[config.mk]
export PLATFORM = sky130hd
export DESIGN_NAME = iq_bit_corr_top
export DESIGN_NICKNAME = d
export VERILOG_FILES = /design/src/corr_pkg.sv /design/src/bit_corr_lane.sv /design/src/corr_mag_detect.sv /design/src/iq_bit_corr_top.sv
export VERILOG_INCLUDE_DIRS = /design/src
export SDC_FILE = /design/constraint.sdc
export NUM_CORES = 1
export LEC_CHECK = 0
export BUFFER_PORTS_ARGS = -buffer_cell sky130_fd_sc_hd__buf_2
export CORE_ASPECT_RATIO = 1.4
export CORE_MARGIN = 8
export CORE_UTILIZATION = 51
export DETAILED_ROUTE_END_ITERATION = 16
export HOLD_SLACK_MARGIN = 0.05
export PLACE_DENSITY = 0.68
export SLEW_MARGIN = 20
export SYNTH_ARGS = -nofsm -noshare
export SYNTH_HDL_FRONTEND = slang
export SYNTH_SLANG_ARGS = --single-unit
[constraint.sdc]
create_clock -name clk -period 5.04 [get_ports clk]
set_input_delay 0.504 -clock clk [delete_from_list [all_inputs] [get_ports clk]]
set_output_delay 0.504 -clock clk [all_outputs]
set_load 0.01 [all_outputs]
[src/corr_consts.svh]
//////////////////////////////
// iq bit correlator constants
// sample and sum widths, code length,
// default spreading code, index width
//////////////////////////////
`ifndef CORR_CONSTS_SVH
`define CORR_CONSTS_SVH

// signed width of one I or Q sample
`define CORR_SAMPLE_W 6

// signed lane sum width
// worst case 16 x 32 = 512 so 12 bits never wrap
`define CORR_ACC_W 12

// number of taps in the spreading code
`define CORR_LEN 16

// default +-1 code, bit k is the tap k samples back
`define CORR_CODE 16'hB712

// unsigned |I|+|Q| width
`define CORR_MAG_W 13

// running result number
`define CORR_IDX_W 16

`endif

[src/corr_pkg.sv]
//////////////////////////////
// iq bit correlator types
// sample, lane sum, magnitude and
// result index words
//////////////////////////////
`default_nettype none

`include "corr_consts.svh"

package corr_pkg;

  // one signed I or Q input part
  typedef logic signed [`CORR_SAMPLE_W-1:0] sample_t;

  // signed correlation result of one lane
  typedef logic signed [`CORR_ACC_W-1:0] acc_t;

  // |I|+|Q| estimate, always positive
  typedef logic [`CORR_MAG_W-1:0] mag_t;

  // output result number
  // wraps at 2^16
  typedef logic [`CORR_IDX_W-1:0] idx_t;

endpackage

`default_nettype wire

[src/bit_corr_lane.sv]
//////////////////////////////
// bit correlator lane
// +-1 code correlation of one signed
// sample stream in transposed adder form
// registered one-entry output stage
//////////////////////////////
`timescale 1ns/1ps
`default_nettype none

`include "corr_consts.svh"

module bit_corr_lane #(
  parameter logic [`CORR_LEN-1:0] CODE = `CORR_CODE
) (
  input  logic              clk,
  input  logic              rst_n,

  // sample stream in
  input  logic              in_valid,
  output logic              in_ready,
  input  corr_pkg::sample_t in_sample,

  // result stream out
  output logic              out_valid,
  input  logic              out_ready,
  output corr_pkg::acc_t    out_acc
);

  import corr_pkg::*;

  // partial sum registers in the chain
  localparam int unsigned NSTAGE = `CORR_LEN - 1;

  //////////////////////////////
  // handshake
  //////////////////////////////

  logic advance;

  // one result held at most
  // a new sample may enter while the old result leaves
  assign in_ready = ~out_valid | out_ready;

  // chain and output move only on an accepted sample
  // stall freezes everything
  assign advance = in_valid & in_ready;

  //////////////////////////////
  // tap products
  //////////////////////////////

  acc_t sample_ext;
  acc_t tap [`CORR_LEN];

  // sign extend once, all taps share it
  assign sample_ext = acc_t'(in_sample);

  // code bit set adds the sample
  // code bit clear subtracts it
  always_comb begin
    for (int k = 0; k < `CORR_LEN; k++) begin
      tap[k] = CODE[k] ? sample_ext : -sample_ext;
    end
  end

  //////////////////////////////
  // transposed adder chain
  //////////////////////////////

  acc_t psum [NSTAGE];
  acc_t sum_next;

  // psum[j] holds the part of a future result
  // that still needs taps 0..j
  // oldest tap enters at the far end of the chain
  always_ff @(posedge clk or negedge rst_n) begin
    if (!rst_n) begin
      // history before reset counts as zero
      for (int j = 0; j < NSTAGE; j++) begin
        psum[j] <= '0;
      end
    end else if (advance) begin
      for (int j = 0; j < NSTAGE - 1; j++) begin
        psum[j] <= psum[j+1] + tap[j+1];
      end
      psum[NSTAGE-1] <= tap[NSTAGE];
    end
  end

  // newest sample closes the sum
  assign sum_next = psum[0] + tap[0];

  //////////////////////////////
  // output stage
  //////////////////////////////

  // valid rises one cycle after the sample is taken
  // falls when the result is taken and nothing new arrives
  always_ff @(posedge clk or negedge rst_n) begin
    if (!rst_n) begin
      out_valid <= 1'b0;
    end else if (advance) begin
      out_valid <= 1'b1;
    end else if (out_ready) begin
      out_valid <= 1'b0;
    end
  end

  // result word
  // held while out_ready is low
  always_ff @(posedge clk) begin
    if (advance) begin
      out_acc <= sum_next;
    end
  end

endmodule

`default_nettype wire

[src/corr_mag_detect.sv]
//////////////////////////////
// magnitude and peak detect
// joins the I and Q lane results, forms
// |I|+|Q|, flags a peak at or above the
// threshold and numbers each result
//////////////////////////////
`timescale 1ns/1ps
`default_nettype none

module corr_mag_detect (
  input  logic           clk,
  input  logic           rst_n,

  // I lane result
  input  logic           a_valid,
  output logic           a_ready,
  input  corr_pkg::acc_t a_acc,

  // Q lane result
  input  logic           b_valid,
  output logic           b_ready,
  input  corr_pkg::acc_t b_acc,

  // peak level
  input  corr_pkg::mag_t threshold,

  // combined result stream
  output logic           m_valid,
  input  logic           m_ready,
  output corr_pkg::acc_t m_i,
  output corr_pkg::acc_t m_q,
  output corr_pkg::mag_t m_mag,
  output logic           m_peak,
  output corr_pkg::idx_t m_index
);

  import corr_pkg::*;

  //////////////////////////////
  // join
  //////////////////////////////

  logic join_ready;
  logic pair_take;

  // same one-entry rule as the lanes
  assign join_ready = ~m_valid | m_ready;

  // a lane is only taken together with its partner
  assign a_ready = join_ready & b_valid;
  assign b_ready = join_ready & a_valid;

  assign pair_take = a_valid & b_valid & join_ready;

  //////////////////////////////
  // magnitude
  //////////////////////////////

  mag_t abs_i;
  mag_t abs_q;
  mag_t mag_sum;

  // lane sums stay within +-512, negation is safe
  assign abs_i = (a_acc < 0) ? mag_t'(-a_acc) : mag_t'(a_acc);
  assign abs_q = (b_acc < 0) ? mag_t'(-b_acc) : mag_t'(b_acc);

  // cheap |I|+|Q| estimate instead of a true modulus
  assign mag_sum = abs_i + abs_q;

  //////////////////////////////
  // output register
  //////////////////////////////

  idx_t idx_cnt;

  always_ff @(posedge clk or negedge rst_n) begin
    if (!rst_n) begin
      m_valid <= 1'b0;
      idx_cnt <= '0;
    end else if (pair_take) begin
      m_valid <= 1'b1;
      // first result gets index 0
      idx_cnt <= idx_cnt + 1'b1;
    end else if (m_ready) begin
      m_valid <= 1'b0;
    end
  end

  // result payload, held under back-pressure
  always_ff @(posedge clk) begin
    if (pair_take) begin
      m_i     <= a_acc;
      m_q     <= b_acc;
      m_mag   <= mag_sum;
      m_peak  <= (mag_sum >= threshold);
      m_index <= idx_cnt;
    end
  end

endmodule

`default_nettype wire

[src/iq_bit_corr_top.sv]
//////////////////////////////
// iq bit correlator top
// forks each I/Q sample into two lanes
// and joins them into the peak detector
//////////////////////////////
`timescale 1ns/1ps
`default_nettype none

`include "corr_consts.svh"

module iq_bit_corr_top (
  input  logic              clk,
  input  logic              rst_n,

  // sample stream
  input  logic              s_valid,
  output logic              s_ready,
  input  corr_pkg::sample_t s_i,
  input  corr_pkg::sample_t s_q,

  input  corr_pkg::mag_t    threshold,

  // result stream
  output logic              m_valid,
  input  logic              m_ready,
  output corr_pkg::acc_t    m_i,
  output corr_pkg::acc_t    m_q,
  output corr_pkg::mag_t    m_mag,
  output logic              m_peak,
  output corr_pkg::idx_t    m_index
);

  import corr_pkg::*;

  logic i_in_valid;
  logic i_in_ready;
  logic q_in_valid;
  logic q_in_ready;
  logic i_out_valid;
  logic i_out_ready;
  logic q_out_valid;
  logic q_out_ready;
  acc_t i_acc;
  acc_t q_acc;

  //////////////////////////////
  // fork
  //////////////////////////////

  // each lane sees valid only when its partner can take too
  // keeps both chains on the same sample
  assign i_in_valid = s_valid & q_in_ready;
  assign q_in_valid = s_valid & i_in_ready;
  assign s_ready    = i_in_ready & q_in_ready;

  bit_corr_lane #(
    .CODE (`CORR_CODE)
  ) lane_i (
    .clk       (clk),
    .rst_n     (rst_n),
    .in_valid  (i_in_valid),
    .in_ready  (i_in_ready),
    .in_sample (s_i),
    .out_valid (i_out_valid),
    .out_ready (i_out_ready),
    .out_acc   (i_acc)
  );

  bit_corr_lane #(
    .CODE (`CORR_CODE)
  ) lane_q (
    .clk       (clk),
    .rst_n     (rst_n),
    .in_valid  (q_in_valid),
    .in_ready  (q_in_ready),
    .in_sample (s_q),
    .out_valid (q_out_valid),
    .out_ready (q_out_ready),
    .out_acc   (q_acc)
  );

  //////////////////////////////
  // join
  //////////////////////////////

  corr_mag_detect u_mag_detect (
    .clk       (clk),
    .rst_n     (rst_n),
    .a_valid   (i_out_valid),
    .a_ready   (i_out_ready),
    .a_acc     (i_acc),
    .b_valid   (q_out_valid),
    .b_ready   (q_out_ready),
    .b_acc     (q_acc),
    .threshold (threshold),
    .m_valid   (m_valid),
    .m_ready   (m_ready),
    .m_i       (m_i),
    .m_q       (m_q),
    .m_mag     (m_mag),
    .m_peak    (m_peak),
    .m_index   (m_index)
  );

endmodule

`default_nettype wire

After elaboration in Yosys (flattened, before gate mapping):

Cells that the tools add are included.

* logic and storage cells: 106
* register bits: 445
* output and inout port bits: 56

* add/subtract/negate cells: 36
* $lt $le $gt $ge: 3
* reductions and logical operators: 3
* multiplexer cells: 8
* bitwise gates (word level): 15

Operators by type and width (number)
* 12-bit adder: 14
* 12-bit by 6-bit adder with 12-bit output: 14
* 13-bit two-way mux: 2
* 12-bit negation with 13-bit output: 2
* 6-bit by 12-bit adder with 12-bit output: 2
* 12-bit by 1-bit less-than comparator with 1-bit output (second input constant): 2
* 6-bit negation with 12-bit output: 2
* 16-bit by 1-bit adder with 16-bit output (second input constant): 1
* 13-bit adder: 1
* 13-bit greater-or-equal comparator: 1
* 1-bit bitwise AND: 9
* 1-bit two-way mux: 6
* 2-bit nonzero test: 3
* 1-bit NOT: 3
* 1-bit bitwise OR: 3

Depth between registers and ports, before layout:

* depth after elaboration: 7
* mapped depth: 17

By module:

Synthesis repeated with hierarchy kept, for this count alone.

* cell total of the unflattened synthesis: 3476
* area total of the unflattened synthesis: 31951.9 sq um

Modules (own cells, without submodules)
* bit_corr_lane at lane_i: cells each 1615, area an instance 14229.9 sq um, instances 1
* bit_corr_lane at lane_q: cells each 1554, area an instance 13979.7 sq um, instances 1
* corr_mag_detect: cells each 304, area an instance 3723.6 sq um, instances 1
* iq_bit_corr_top: cells each 3, area an instance 18.8 sq um, instances 1

Worst setup path after synthesis:

No wires, ideal clock.

* kind: register to register
* from: register lane_i.out_acc[0]
* to: register u_mag_detect.m_peak, data pin
* setup time: 264 ps
* buffers on the path: 0
* data required time: 4776 ps
* setup slack: 1417 ps
* arrival time: 3359 ps
* stages on the path, launching flop included: 17
* cell sequence: edfxtp_1 -> inv_1 -> ha_1 -> nand2_1 -> or4_1 -> o21ai_0 -> xnor2_1 -> ha_1 -> a21o_1 -> a21oi_1 -> o21ai_0 -> a21oi_1 -> xnor2_1 -> ha_1 -> a2111o_1 -> a211oi_1 -> a21oi_1

* cells in the longest elaborated chain, start to end: 4
* elaborated cells on any way between the ends: 5
* those cells by class: 2 x add/sub; 2 x order compare; 1 x mux

Ends and longest elaborated chain
* from (decl): RTL line bit_corr_lane.sv:26 `output corr_pkg::acc_t out_acc`
* from (signal assigned): RTL line bit_corr_lane.sv:113 `out_acc <= sum_next;`
* 12-bit negation with 13-bit output or 12-bit by 1-bit less-than comparator with 1-bit output (tied branches): RTL line corr_mag_detect.sv:64 `assign abs_i = (a_acc < 0) ? mag_t'(-a_acc) : mag_t'(a_acc);`
* 13-bit two-way mux (*): RTL line corr_mag_detect.sv:64
* 13-bit adder (*): RTL line corr_mag_detect.sv:68 `assign mag_sum = abs_i + abs_q;`
* net u_mag_detect.mag_sum[11]: RTL line corr_mag_detect.sv:61 `mag_t mag_sum;`
* 13-bit greater-or-equal comparator (*): RTL line corr_mag_detect.sv:95 `m_peak <= (mag_sum >= threshold);`
* to (signal assigned): RTL line corr_mag_detect.sv:95
* to (decl): RTL line corr_mag_detect.sv:33 `output logic m_peak,`

Mark *: on every way through the listed nets, which the timed path passes. The rest lies on a longest branch.
A chain may end at the register's enable or synchronous reset.

Worst setup path in the final report:

* from: register lane_q.out_acc[0]
* to: register u_mag_detect.m_peak, data pin

* cells in the longest elaborated chain, start to end: 4
* elaborated cells on any way between the ends: 5
* those cells by class: 2 x add/sub; 2 x order compare; 1 x mux

Ends and longest elaborated chain
* from (decl): RTL line bit_corr_lane.sv:26
* from (signal assigned): RTL line bit_corr_lane.sv:113
* 12-bit negation with 13-bit output or 12-bit by 1-bit less-than comparator with 1-bit output (tied branches): RTL line corr_mag_detect.sv:65 `assign abs_q = (b_acc < 0) ? mag_t'(-b_acc) : mag_t'(b_acc);`
* 13-bit two-way mux (*): RTL line corr_mag_detect.sv:65
* 13-bit adder (*): RTL line corr_mag_detect.sv:68
* net u_mag_detect.mag_sum[12]: RTL line corr_mag_detect.sv:61
* 13-bit greater-or-equal comparator (*): RTL line corr_mag_detect.sv:95

Marks and branches as above.

==> reports/qor.yml <==
status: "finished, final reports clean"
cts_setup_buffers: 0
p_clk_frac: 0.160
slew_viol_final: 0
crit_top_cell: "o21ai_0"
num_vias: 24550
route.detailed.drc: 0
first_iter_violations: 1275
stdcell_count: 4244
layout.nets: 3809
nFillCells: 5363
slowest_stage: "edfxtp_1"
power_mw: 24.67
seq_area_sq_mm: 0.01153
pwr-share-seq: 0.276
setup_viol: 0
cts_htree_levels: 2
p_int_mw: 13.86
drive_above_1_share: 0.07501
synth-simple-area-share: 0.1307
synth_area_leaders: "dfrtp_1 (30%), ha_1 (15%), edfxtp_1 (7.5%)"
syn_avg_cell_area_sq_um: 9.393
synth-compound-area-share: 0.2157
ys_top_cells_by_count: "nand2_1 (517), o21ai_0 (386), dfrtp_1 (367), ha_1 (360), a21oi_1 (204)"
cts_hold_buf: 1
worst-slew-pin-transition_ps: 956.9
yosys_warnings: 0
cts-root-buf: "clkbuf_16"
synth_seq_cells: 445
p_comb_frac: 0.564
cts_tree: "done"
clockBufferDepth: 3
yosysTopAreaCellShare: 0.2959
syn2layout_area_growth_pct: 10.16
synth_top_family_by_area: "compound AO/OA/AOI/OAI gates"
grt_pass1_vias: 25130
crit_path_cell_trace: "inv_1, ha_1, nand2_1, o21ai_0, fa_1, a21o_1, a21oi_1, o21ai_0, o41ai_1, o21a_1, o21ai_0, ha_1, a2111o_1, a211oi_1, a21oi_1"
synth_ff_type: "dfrtp_1"
drv_cap: 0
cts_resized: 0
fin_crit_sh: 0.8123
pre_cts_ws_ps: 895.7
clock.fmax_mhz: 244.2
worstSetupEndpointType: "flip-flop"
wirelength_um: 76550
async_reset_ff_frac: 0.8247
clkSlewWorstSetupHoldPaths_ps: 60
cp.required_ps: 5380
place_congestion: 0.8751
tns_ps: 0
grt_setup_unrepaired: "no"
p_switching_mw: 10.82
dp_hpwl_um: 55600
min_period_ps: 4094
fin_ws_ps: 945.8
core_sq_mm: 0.06051
hold_violations: 0
power.density_mw_per_mm2: 721.7
gr-total-overflow: 0
p_leak_nw: 15.43
cts_inserted_buffers: 50
synth_cell_type_count: 74
muxShareOfSynthArea: 0.003266
ir_drop_uv: 438.5
crit_type: "flip-flop to flip-flop"
yosys.area.top_type: "dfrtp_1"
synth_xor_area_frac: 0.08692
drt_pass1_iterations: 5
start_kind: "flip-flop"
slowest_delay_ps: 470
dieWidth_um: 224.5
yosys.cell_count.top_type: "nand2_1"
hp-class: "input pin to flip-flop"
cts_sinks: 445
synth.cell_area_sq_mm: 0.03103
switching_share: 0.4384
die_area_sq_mm: 0.06911
synth-adder-area-share: 0.1651
synth_edf_count: 78
slew_headroom: 0.3620
rows: 107
insertion_delay_ps: 610
num_io_pins: 85
grt_max_degree: 218
synth_nets: 3724
cp_max_fo: 5
critPathArrivalTime_ps: 4440
via_per_inst: 5.785
port_buffers: 84
die_h_um: 307.9
fin_worst_skew_ps: 33.44
grt_pass1_wl_um: 126300
multi_input_area_sq_mm: 0.01868
synth_cells: 3304
avgRoutedWirePerCell_um: 18.04
start_util: 0.5128
dpl.cell_count: 4153
antenna_left: 0
ys_seq_area_frac: 0.3714
antenna_found_initial: 2
grt.total_usage: 0.2218
[cells by family after synthesis]
logic type | Yosys count
mux | 10
flops | 445
xor+xnor | 308
buf+inv | 193
compound gates | 1044
simple gates | 913
fa+ha+maj | 391
[flip-flops by register name (all words and copies together) (netlist names)]
signal	cells
lane_i.out_valid	1
u_mag_detect.idx_cnt	16
u_mag_detect.m_peak	1
u_mag_detect.m_index	16
lane_q.out_acc	12
u_mag_detect.m_q	12
lane_q.out_valid	1
u_mag_detect.m_valid	1
u_mag_detect.m_i	12
lane_i.psum	174
lane_q.psum	174
u_mag_detect.m_mag	13
lane_i.out_acc	12
[power by group through the flow]
| stage | logic [mW] | registers, mW | clock network, mW |
|---|---|---|---|
| 5_1_grt | 15.7 | 7.00 | 4.18 |
| 3_5_place_dp | 13.8 | 6.87 | 0 |
| 2_1_floorplan | 10.8 | 6.51 | 0 |
| 3_3_place_gp | 13.3 | 6.83 | 0 |
| 6_report | 13.9 | 6.80 | 3.96 |
| 4_1_cts | 13.9 | 6.82 | 4.05 |
[routing by layer]
layer	track usage	vias up	part of all wire
met3	0.02738	193	0.030
met4	0.09889	0	0.045
met1	0.2465	11850	0.40
li1	-	12110	-
met2	0.4173	404	0.53
met5	0	-	0
[worst paths after layout]
| path | start | endpoint | slack [ps] | cells past startpoint |
|---|---|---|---|---|
| worst min-delay path | s_valid | lane_i.out_valid | 210 | 3 |
| min in group asynchronous | rst_n | lane_q.psum[169] | 520 | 2 |
| worst min register to register | u_mag_detect.idx_cnt[3] | u_mag_detect.m_index[3] | 460 | 0 |
| max in group asynchronous | rst_n | lane_i.psum[98] | 3260 | 3 |
| worst max-delay path | lane_q.out_acc[0] | u_mag_detect.m_peak | 950 | 15 |
| worst max register to register | lane_q.out_acc[0] | u_mag_detect.m_peak | 950 | 15 |
[layout make-up]
class / instances / area share
multi-input cells: 2666 / 0.5463
flip-flops and latches: 445 / 0.3371
clock buffers: 61 / 0.03956
well taps: 817 / 0.02990
repair buffers: 122 / 0.02320
clock inverters: 28 / 0.01237
inverters: 104 / 0.01149
diodes: 1 / 0.00007320
[metrics by stage]
step                instance area, sq um  utilization  hold slack, ps
global placement                   32400       0.5354           444.2
CTS                                34190       0.5649           181.5
global route                       34190       0.5650           200.5
floorplan                          31030            -           208.4
detailed placement                 32400       0.5354           446.1
finish                             34190       0.5650           213.1
[cell usage in the layout (no fill, tap or decap), drive strengths merged, types with 21 or more instances in the layout]
master and instances:
nand2 517, o21ai 397, dfrtp 367, ha 360, a21oi 205, xnor2 177, nor2 134, xor2 131
buf 121, inv 110, edfxtp 78, a21o 71, a211oi 66, o21a 65, clkbuf 61, o31ai 56
nor3 53, o211ai 42, nand2b 40, nor2b 36, nand3 34, o21bai 31, fa 31, a31oi 29
nand4 21
[worst max-delay path: cells and delay by family, from the launching register on]
| kind | cells | cell delay, ps |
|---|---|---|
| AO/OA/AOI/OAI | 10 | 2280 |
| adder cells (fa/ha/maj) | 3 | 950 |
| flip-flops | 1 | 470 |
| buffers and inverters | 1 | 90 |
| AND/OR/NAND/NOR | 1 | 50 |
(Power assumes the default switching activity.)
